===== config.mk =====
export PLATFORM = sky130hd
export DESIGN_NAME = store_buffer
export DESIGN_NICKNAME = d
export VERILOG_FILES = /design/src/verilog/sb_mem_pkg.sv /design/src/verilog/sb_queue_pkg.sv /design/src/verilog/sb_entry_if.sv /design/src/verilog/sb_spec_queue.sv /design/src/verilog/sb_commit_queue.sv /design/src/verilog/store_buffer.sv
export SDC_FILE = /design/constraint.sdc
export NUM_CORES = 2
export LEC_CHECK = 0
export BUFFER_PORTS_ARGS = -buffer_cell sky130_fd_sc_hd__buf_2
export CORE_MARGIN = 3
export CORE_UTILIZATION = 60
export CTS_CLUSTER_SIZE = 30
export DETAILED_ROUTE_END_ITERATION = 10
export PLACE_DENSITY = 0.81
export SLEW_MARGIN = 0
export SYNTH_ARGS = -nofsm -noshare
export SYNTH_HDL_FRONTEND = slang
export SYNTH_SLANG_ARGS = --single-unit

===== constraint.sdc =====
create_clock -name clk_i -period 4.2 [get_ports clk_i]
set_input_delay 0.63 -clock clk_i [delete_from_list [all_inputs] [get_ports clk_i]]
set_output_delay 0.63 -clock clk_i [all_outputs]
set_load 0.1 [all_outputs]

===== src/verilog/sb_mem_pkg.sv =====
package sb_mem_pkg;

    // --------------------------------------------------
    // memory side widths
    // --------------------------------------------------

    // physical address of a store
    localparam int PLEN = 56;
    // store data width, one doubleword
    localparam int XLEN = 64;
    // one enable bit per data byte
    localparam int BE_W = XLEN / 8;
    // size code of the access
    localparam int SIZE_W = 2;
    // page offset is the same in virtual and physical space
    localparam int PAGE_OFFSET_W = 12;
    // byte position inside a doubleword is not compared
    localparam int OFFSET_CMP_LSB = 3;

    typedef logic [PLEN-1:0]          paddr_t;
    typedef logic [XLEN-1:0]          sdata_t;
    typedef logic [BE_W-1:0]          be_t;
    typedef logic [SIZE_W-1:0]        dsize_t;
    typedef logic [PAGE_OFFSET_W-1:0] page_offset_t;

    // doubleword granular page offset compare
    function automatic logic offset_match(page_offset_t offset, paddr_t addr);
        return offset[PAGE_OFFSET_W-1:OFFSET_CMP_LSB] == addr[PAGE_OFFSET_W-1:OFFSET_CMP_LSB];
    endfunction

endpackage


===== src/verilog/sb_queue_pkg.sv =====
package sb_queue_pkg;

    // --------------------------------------------------
    // queue geometry
    // --------------------------------------------------

    // stores still waiting for commit
    localparam int DEPTH_SPEC = 4;
    // committed stores waiting for memory
    localparam int DEPTH_COMMIT = 8;

    // pointers wrap naturally, depths are powers of two
    typedef logic [$clog2(DEPTH_SPEC)-1:0]   spec_ptr_t;
    // one extra bit so a full queue can be counted
    typedef logic [$clog2(DEPTH_SPEC):0]     spec_cnt_t;

    typedef logic [$clog2(DEPTH_COMMIT)-1:0] commit_ptr_t;
    typedef logic [$clog2(DEPTH_COMMIT):0]   commit_cnt_t;

    // --------------------------------------------------
    // one buffered store
    // --------------------------------------------------

    typedef struct packed {
        sb_mem_pkg::paddr_t address;
        sb_mem_pkg::sdata_t data;
        sb_mem_pkg::be_t    be;
        sb_mem_pkg::dsize_t data_size;
        // entry holds a live store
        // the offset checker looks at this bit
        logic               valid;
    } store_entry_t;

endpackage


===== src/verilog/sb_entry_if.sv =====
interface sb_entry_if;

    // head store of the speculative queue
    // no handshake, sampled only while commit is high
    sb_mem_pkg::paddr_t addr;
    sb_mem_pkg::sdata_t data;
    sb_mem_pkg::be_t    be;
    sb_mem_pkg::dsize_t size;

    // speculative side presents its oldest entry
    modport source (
        output addr,
        output data,
        output be,
        output size
    );

    // commit side copies it on commit
    modport sink (
        input addr,
        input data,
        input be,
        input size
    );

endinterface


===== src/verilog/sb_spec_queue.sv =====
module sb_spec_queue (
    input  logic                     clk_i,
    input  logic                     rst_ni,
    input  logic                     valid_i,
    input  logic                     valid_no_flush_i,
    input  logic                     commit_i,
    input  logic                     flush_i,
    input  sb_mem_pkg::paddr_t       paddr_i,
    input  sb_mem_pkg::sdata_t       data_i,
    input  sb_mem_pkg::be_t          be_i,
    input  sb_mem_pkg::dsize_t       data_size_i,
    input  sb_mem_pkg::page_offset_t page_offset_i,
    sb_entry_if.source               head,
    output logic                     ready_o,
    output logic                     spec_empty_o,
    output logic                     offset_hit_o
);

    sb_queue_pkg::store_entry_t spec_q [sb_queue_pkg::DEPTH_SPEC];
    sb_queue_pkg::store_entry_t spec_n [sb_queue_pkg::DEPTH_SPEC];
    sb_queue_pkg::spec_ptr_t    rd_ptr_q, rd_ptr_n;
    sb_queue_pkg::spec_ptr_t    wr_ptr_q, wr_ptr_n;
    sb_queue_pkg::spec_cnt_t    cnt_q, cnt_n;

    // --------------------------------------------------
    // status
    // --------------------------------------------------

    // one slot is kept back unless a commit frees the head this cycle
    assign ready_o = (cnt_q < sb_queue_pkg::spec_cnt_t'(sb_queue_pkg::DEPTH_SPEC - 1)) || commit_i;
    assign spec_empty_o = (cnt_q == '0);

    // oldest store goes to the commit queue
    assign head.addr = spec_q[rd_ptr_q].address;
    assign head.data = spec_q[rd_ptr_q].data;
    assign head.be   = spec_q[rd_ptr_q].be;
    assign head.size = spec_q[rd_ptr_q].data_size;

    // --------------------------------------------------
    // push, commit and flush
    // --------------------------------------------------

    always_comb begin
        spec_n   = spec_q;
        rd_ptr_n = rd_ptr_q;
        wr_ptr_n = wr_ptr_q;
        cnt_n    = cnt_q;

        // new store from the LSU
        if (valid_i) begin
            spec_n[wr_ptr_q].address   = paddr_i;
            spec_n[wr_ptr_q].data      = data_i;
            spec_n[wr_ptr_q].be        = be_i;
            spec_n[wr_ptr_q].data_size = data_size_i;
            spec_n[wr_ptr_q].valid     = 1'b1;
            wr_ptr_n = wr_ptr_q + 1'b1;
            cnt_n    = cnt_n + 1'b1;
        end

        // head leaves for the commit queue
        if (commit_i) begin
            spec_n[rd_ptr_q].valid = 1'b0;
            rd_ptr_n = rd_ptr_q + 1'b1;
            cnt_n    = cnt_n - 1'b1;
        end

        // drop every speculative store
        if (flush_i) begin
            for (int i = 0; i < sb_queue_pkg::DEPTH_SPEC; i++) begin
                spec_n[i].valid = 1'b0;
            end
            wr_ptr_n = rd_ptr_q;
            cnt_n    = '0;
        end
    end

    always_ff @(posedge clk_i or negedge rst_ni) begin
        if (!rst_ni) begin
            spec_q   <= '{default: '0};
            rd_ptr_q <= '0;
            wr_ptr_q <= '0;
            cnt_q    <= '0;
        end else begin
            spec_q   <= spec_n;
            rd_ptr_q <= rd_ptr_n;
            wr_ptr_q <= wr_ptr_n;
            cnt_q    <= cnt_n;
        end
    end

    // --------------------------------------------------
    // page offset check
    // --------------------------------------------------

    always_comb begin
        offset_hit_o = 1'b0;
        for (int i = 0; i < sb_queue_pkg::DEPTH_SPEC; i++) begin
            if (spec_q[i].valid && sb_mem_pkg::offset_match(page_offset_i, spec_q[i].address)) begin
                offset_hit_o = 1'b1;
            end
        end
        // store being placed right now
        if (valid_no_flush_i && sb_mem_pkg::offset_match(page_offset_i, paddr_i)) begin
            offset_hit_o = 1'b1;
        end
    end

    // --------------------------------------------------
    // caller rules
    // --------------------------------------------------

    // commit and flush come from the same stage and exclude each other
    a_commit_and_flush: assert property (@(posedge clk_i) disable iff (!rst_ni)
        flush_i |-> !commit_i)
        else $error("speculative queue: commit and flush in the same cycle");

    a_spec_overflow: assert property (@(posedge clk_i) disable iff (!rst_ni)
        (cnt_q == sb_queue_pkg::spec_cnt_t'(sb_queue_pkg::DEPTH_SPEC)) |-> !valid_i)
        else $error("speculative queue: push while full");

    // the commit queue copies the head, so it must hold a real store
    a_spec_underflow: assert property (@(posedge clk_i) disable iff (!rst_ni)
        (cnt_q == '0) |-> !commit_i)
        else $error("speculative queue: commit while empty");

endmodule


===== src/verilog/sb_commit_queue.sv =====
module sb_commit_queue (
    input  logic                     clk_i,
    input  logic                     rst_ni,
    input  logic                     commit_i,
    sb_entry_if.sink                 head,
    input  sb_mem_pkg::page_offset_t page_offset_i,
    input  logic                     mem_gnt_i,
    output logic                     mem_req_o,
    output sb_mem_pkg::paddr_t       mem_addr_o,
    output sb_mem_pkg::sdata_t       mem_wdata_o,
    output sb_mem_pkg::be_t          mem_be_o,
    output sb_mem_pkg::dsize_t       mem_size_o,
    output logic                     commit_ready_o,
    output logic                     no_st_pending_o,
    output logic                     offset_hit_o
);

    sb_queue_pkg::store_entry_t commit_q [sb_queue_pkg::DEPTH_COMMIT];
    sb_queue_pkg::store_entry_t commit_n [sb_queue_pkg::DEPTH_COMMIT];
    sb_queue_pkg::commit_ptr_t  rd_ptr_q, rd_ptr_n;
    sb_queue_pkg::commit_ptr_t  wr_ptr_q, wr_ptr_n;
    sb_queue_pkg::commit_cnt_t  cnt_q, cnt_n;

    // --------------------------------------------------
    // memory request port
    // --------------------------------------------------

    // a valid head is always requested, no longer speculative
    assign mem_req_o   = commit_q[rd_ptr_q].valid;
    assign mem_addr_o  = commit_q[rd_ptr_q].address;
    assign mem_wdata_o = commit_q[rd_ptr_q].data;
    assign mem_be_o    = commit_q[rd_ptr_q].be;
    assign mem_size_o  = commit_q[rd_ptr_q].data_size;

    assign commit_ready_o  = (cnt_q < sb_queue_pkg::commit_cnt_t'(sb_queue_pkg::DEPTH_COMMIT));
    // nothing left to write to memory
    assign no_st_pending_o = (cnt_q == '0);

    // --------------------------------------------------
    // retire on grant, fill on commit
    // --------------------------------------------------

    always_comb begin
        commit_n = commit_q;
        rd_ptr_n = rd_ptr_q;
        wr_ptr_n = wr_ptr_q;
        cnt_n    = cnt_q;

        // grant means the store is done
        // no response is awaited
        if (mem_req_o && mem_gnt_i) begin
            commit_n[rd_ptr_q].valid = 1'b0;
            rd_ptr_n = rd_ptr_q + 1'b1;
            cnt_n    = cnt_n - 1'b1;
        end

        // take over the speculative head
        if (commit_i) begin
            commit_n[wr_ptr_q].address   = head.addr;
            commit_n[wr_ptr_q].data      = head.data;
            commit_n[wr_ptr_q].be        = head.be;
            commit_n[wr_ptr_q].data_size = head.size;
            commit_n[wr_ptr_q].valid     = 1'b1;
            wr_ptr_n = wr_ptr_q + 1'b1;
            cnt_n    = cnt_n + 1'b1;
        end
    end

    always_ff @(posedge clk_i or negedge rst_ni) begin
        if (!rst_ni) begin
            commit_q <= '{default: '0};
            rd_ptr_q <= '0;
            wr_ptr_q <= '0;
            cnt_q    <= '0;
        end else begin
            commit_q <= commit_n;
            rd_ptr_q <= rd_ptr_n;
            wr_ptr_q <= wr_ptr_n;
            cnt_q    <= cnt_n;
        end
    end

    // --------------------------------------------------
    // page offset check
    // --------------------------------------------------

    always_comb begin
        offset_hit_o = 1'b0;
        for (int i = 0; i < sb_queue_pkg::DEPTH_COMMIT; i++) begin
            if (commit_q[i].valid && sb_mem_pkg::offset_match(page_offset_i, commit_q[i].address)) begin
                offset_hit_o = 1'b1;
            end
        end
    end

    // --------------------------------------------------
    // checks
    // --------------------------------------------------

    a_commit_overflow: assert property (@(posedge clk_i) disable iff (!rst_ni)
        (cnt_q == sb_queue_pkg::commit_cnt_t'(sb_queue_pkg::DEPTH_COMMIT)) |-> !commit_i)
        else $error("commit queue: commit while full");

    // a pending request may not change until it is granted
    a_req_stable: assert property (@(posedge clk_i) disable iff (!rst_ni)
        (mem_req_o && !mem_gnt_i) |=> (mem_req_o && $stable(mem_addr_o)
            && $stable(mem_wdata_o) && $stable(mem_be_o) && $stable(mem_size_o)))
        else $error("commit queue: request changed before grant");

endmodule


===== src/verilog/store_buffer.sv =====
module store_buffer (
    input  logic                     clk_i,
    input  logic                     rst_ni,
    input  logic                     flush_i,
    input  logic                     commit_i,
    input  logic                     valid_i,
    input  logic                     valid_without_flush_i,
    input  sb_mem_pkg::paddr_t       paddr_i,
    input  sb_mem_pkg::sdata_t       data_i,
    input  sb_mem_pkg::be_t          be_i,
    input  sb_mem_pkg::dsize_t       data_size_i,
    input  sb_mem_pkg::page_offset_t page_offset_i,
    input  logic                     mem_gnt_i,
    output logic                     mem_req_o,
    output sb_mem_pkg::paddr_t       mem_addr_o,
    output sb_mem_pkg::sdata_t       mem_wdata_o,
    output sb_mem_pkg::be_t          mem_be_o,
    output sb_mem_pkg::dsize_t       mem_size_o,
    output logic                     no_st_pending_o,
    output logic                     store_buffer_empty_o,
    output logic                     page_offset_matches_o,
    output logic                     ready_o,
    output logic                     commit_ready_o
);

    logic spec_empty;
    logic spec_hit;
    logic commit_hit;

    // head entry handed over on commit
    sb_entry_if head_if ();

    // stores that may still be flushed
    sb_spec_queue i_spec_queue (
        .clk_i            (clk_i),
        .rst_ni           (rst_ni),
        .valid_i          (valid_i),
        .valid_no_flush_i (valid_without_flush_i),
        .commit_i         (commit_i),
        .flush_i          (flush_i),
        .paddr_i          (paddr_i),
        .data_i           (data_i),
        .be_i             (be_i),
        .data_size_i      (data_size_i),
        .page_offset_i    (page_offset_i),
        .head             (head_if.source),
        .ready_o          (ready_o),
        .spec_empty_o     (spec_empty),
        .offset_hit_o     (spec_hit)
    );

    // stores that will reach memory no matter what
    sb_commit_queue i_commit_queue (
        .clk_i           (clk_i),
        .rst_ni          (rst_ni),
        .commit_i        (commit_i),
        .head            (head_if.sink),
        .page_offset_i   (page_offset_i),
        .mem_gnt_i       (mem_gnt_i),
        .mem_req_o       (mem_req_o),
        .mem_addr_o      (mem_addr_o),
        .mem_wdata_o     (mem_wdata_o),
        .mem_be_o        (mem_be_o),
        .mem_size_o      (mem_size_o),
        .commit_ready_o  (commit_ready_o),
        .no_st_pending_o (no_st_pending_o),
        .offset_hit_o    (commit_hit)
    );

    // a load waits if either queue may hold an older store to its doubleword
    assign page_offset_matches_o = spec_hit | commit_hit;
    assign store_buffer_empty_o  = spec_empty & no_st_pending_o;

endmodule


==> metrics.md <==
| Metric | Value |
|---|---|
| Final Skew | `42.7 ps` |
| Syn_area_per_cell | `12.0 um^2` |
| Seq/Total Area, Yosys | `56.8%` |
| Setup CP Type | `reg2out` |
| Post-layout worst setup margin | `241 ps` |
| Root buffer cell | `clkbuf_16` |
| Final hold slack | `122 ps` |
| Die width | `348 um` |
| Largest net degree at the start of global routing | `222` |
| Max H-tree Level | `4` |
| Max-slew headroom | `9.33%` |
| Worst Path Max Fanout | `40` |
| First-pass iteration count of the detailed router | `6` |
| Final wirelength | `185000 um` |
| GRT Residual Overflow | `0` |
| Initial antenna violation count | `66` |
| EDFF count, synth | `0` |
| Synthesized net count | `5997` |
| All-Layer GR Usage | `31.2%` |
| Crit path largest cell delay | `890 ps` |
| Yosys warning count | `0` |
| Post-route clock period utilization | `94.3%` |
| Max cap viols | `0` |
| RSZ-0062 raised after global routing | `no` |
| Clock Sinks | `1589` |
| Commonest cells post-synth | `dfrtp_1, nand2_1, o21ai_0` |
| Via-to-Cell Ratio | `6.21` |
| Final Max Slew Viols | `0` |
| Tmin final | `3960 ps` |
| Core ar. | `0.115 mm^2` |
| Final ANT Viol Nets | `0` |
| Global-route wire length before repair | `292000 um` |
| Worst EP required | `3570 ps` |
| Status | `complete, no violations` |
| Worst-path clk slew | `60 ps` |
| Endpoint class of the critical path | `output pin` |
| IO Port Bufs | `281` |
| CP Launch Type | `flop` |
| Starting DRC count in detailed routing | `4839` |
| Die height | `348 um` |
| Largest area contributor in the netlist | `dfrtp_1` |
| Synth cell types | `40` |
| Fin Setup TNS | `0 ps` |
| TritonCTS clock tree | `yes` |
| Crit-path cells | `buf_12, mux4_2, mux2_2, buf_2` |
| Worst-case clock buffer depth | `3` |
| Worst skew pair latency | `780 ps` |
| Slowest-stage cell, CP | `dfrtp_4` |
| Post-DP HPWL | `113000 um` |
| Slew @ Worst Pin | `1350 ps` |
| Mapped cell area | `0.0700 mm^2` |
| Final core utilization | `68.9%` |
| Residual DRC count | `0` |
| Total CTS buffers | `161` |
| Yosys top cell area share | `56.8%` |
| Initial Utilization | `60.8%` |
| Fin nets | `6186` |
| Synthesized flop and latch total | `1589` |
| Post-synth top flop | `dfrtp_1` |
| Final-report setup violation count | `0` |
| Arrival @ worst endpoint | `3330 ps` |
| Vias in the first global route | `50800` |
| Final Hold Viols | `0` |
| Routed wire per std cell | `24.1 um` |
| Share of layout cells above drive strength 1 | `29.0%` |
| Top cells by area, synth | `dfrtp_1, mux2_2, mux4_2, o21ai_0, nand2_1` |
| Min-Delay Path Class | `in2reg` |
| # IOs | `285` |
| Synth async-reset ratio | `100%` |
| GP Congestion | `0.853` |
| Achievable frequency | `0.253 GHz` |
| Area growth, synth to finish | `13.3%` |
| Row count | `124` |
| DP Worst Slack | `928 ps` |
| DR vias | `47800` |
| DIE AREA | `0.121 mm^2` |
| Count leader, synth | `dfrtp_1` |
| Post-synthesis cell count | `5833` |
-- routing by layer --
layer / global-route usage (%) / share of wire, % / up-vias
li1: - / - / 20900
met4: 11.3 / 3.0 / 34
met1: 42.2 / 40 / 24700
met2: 47.0 / 46 / 1899
met5: 0 / 0.13 / -
met3: 11.3 / 12 / 378
-- timing repair --
item / in CTS / in global routing
setup endpoints to repair: 0 / 0
setup buffers: 0 / 0
gates resized for setup: 0 / 0
hold buffers: 1 / 0
endpoints found under the hold margin: 46 / 0
-- through the flow --
step	cells	instance area, um^2
4_1_cts	7656	79200
2_1_floorplan	5833	70000
6_report	7701	79300
3_3_place_gp	7370	73700
5_1_grt	7676	79300
3_5_place_dp	7370	73700
-- placed cells by master, fill, tap and decap left out, types with 37 or more instances in the layout --
master     count
buf_12        59
buf_2        280
buf_4        122
clkbuf_16    163
clkbuf_8      37
dfrtp_1     1585
diode_2       45
mux2_2       783
mux2i_1      135
mux4_2       260
nand2_1     1184
o21ai_0     1135
o21ai_1       46
xor2_1       103
-- worst paths after layout --
| check | slack, ps | start | to | cells past startpoint |
|---|---|---|---|---|
| worst min register to register | 470 | i_commit_queue.commit_q[515] | i_commit_queue.commit_q[515] | 2 |
| min in group asynchronous | 540 | rst_ni | i_commit_queue.commit_q[591] | 2 |
| max in group asynchronous | 2440 | rst_ni | i_spec_queue.spec_q[391] | 3 |
| worst max-delay path | 240 | i_commit_queue.rd_ptr_q[0] | mem_addr_o[9] | 4 |
| worst min-delay path | 120 | paddr_i[33] | i_spec_queue.spec_q[370] | 2 |
| worst max register to register | 1040 | i_commit_queue.rd_ptr_q[0] | i_commit_queue.cnt_q[1] | 7 |
-- final cells by class --
cell class / count / area, um^2
Inverter: 17 / 71.3
Clock inverter: 52 / 777
Multi-Input combinational cell: 3791 / 28500
Tap cell: 1512 / 1890
Timing Repair Buffer: 462 / 3510
Antenna cell: 45 / 113
Clock buffer: 233 / 4710
Sequential cell: 1589 / 39800
Fill cell: 7566 / 35800
-- cell families after synthesis --
family | count (synthesis) | synth area share (%)
buf+inv | 453 | 2.71
simple gates | 1267 | 7.04
fa+ha+maj | 15 | 0.268
compound gates | 1197 | 8.61
flops | 1589 | 56.8
mux | 1180 | 22.9
xor+xnor | 132 | 1.66
-- flip-flops by register name, indices dropped and copies added, names as in the netlist --
signal / count
i_commit_queue.wr_ptr_q: 3
i_spec_queue.cnt_q: 3
i_commit_queue.rd_ptr_q: 3
i_spec_queue.rd_ptr_q: 2
i_spec_queue.spec_q: 524
i_commit_queue.cnt_q: 4
i_commit_queue.commit_q: 1048
i_spec_queue.wr_ptr_q: 2
-- critical path: cells and delay by family, from the launching register on --
kind	cells	cell delay, ps
flip-flops	1	890
buffers and inverters	2	710
multiplexers	2	920
Power is left out: the tool's default activity adds up to more than one toggle a clock period on the data nets, which glitch-free logic cannot reach.
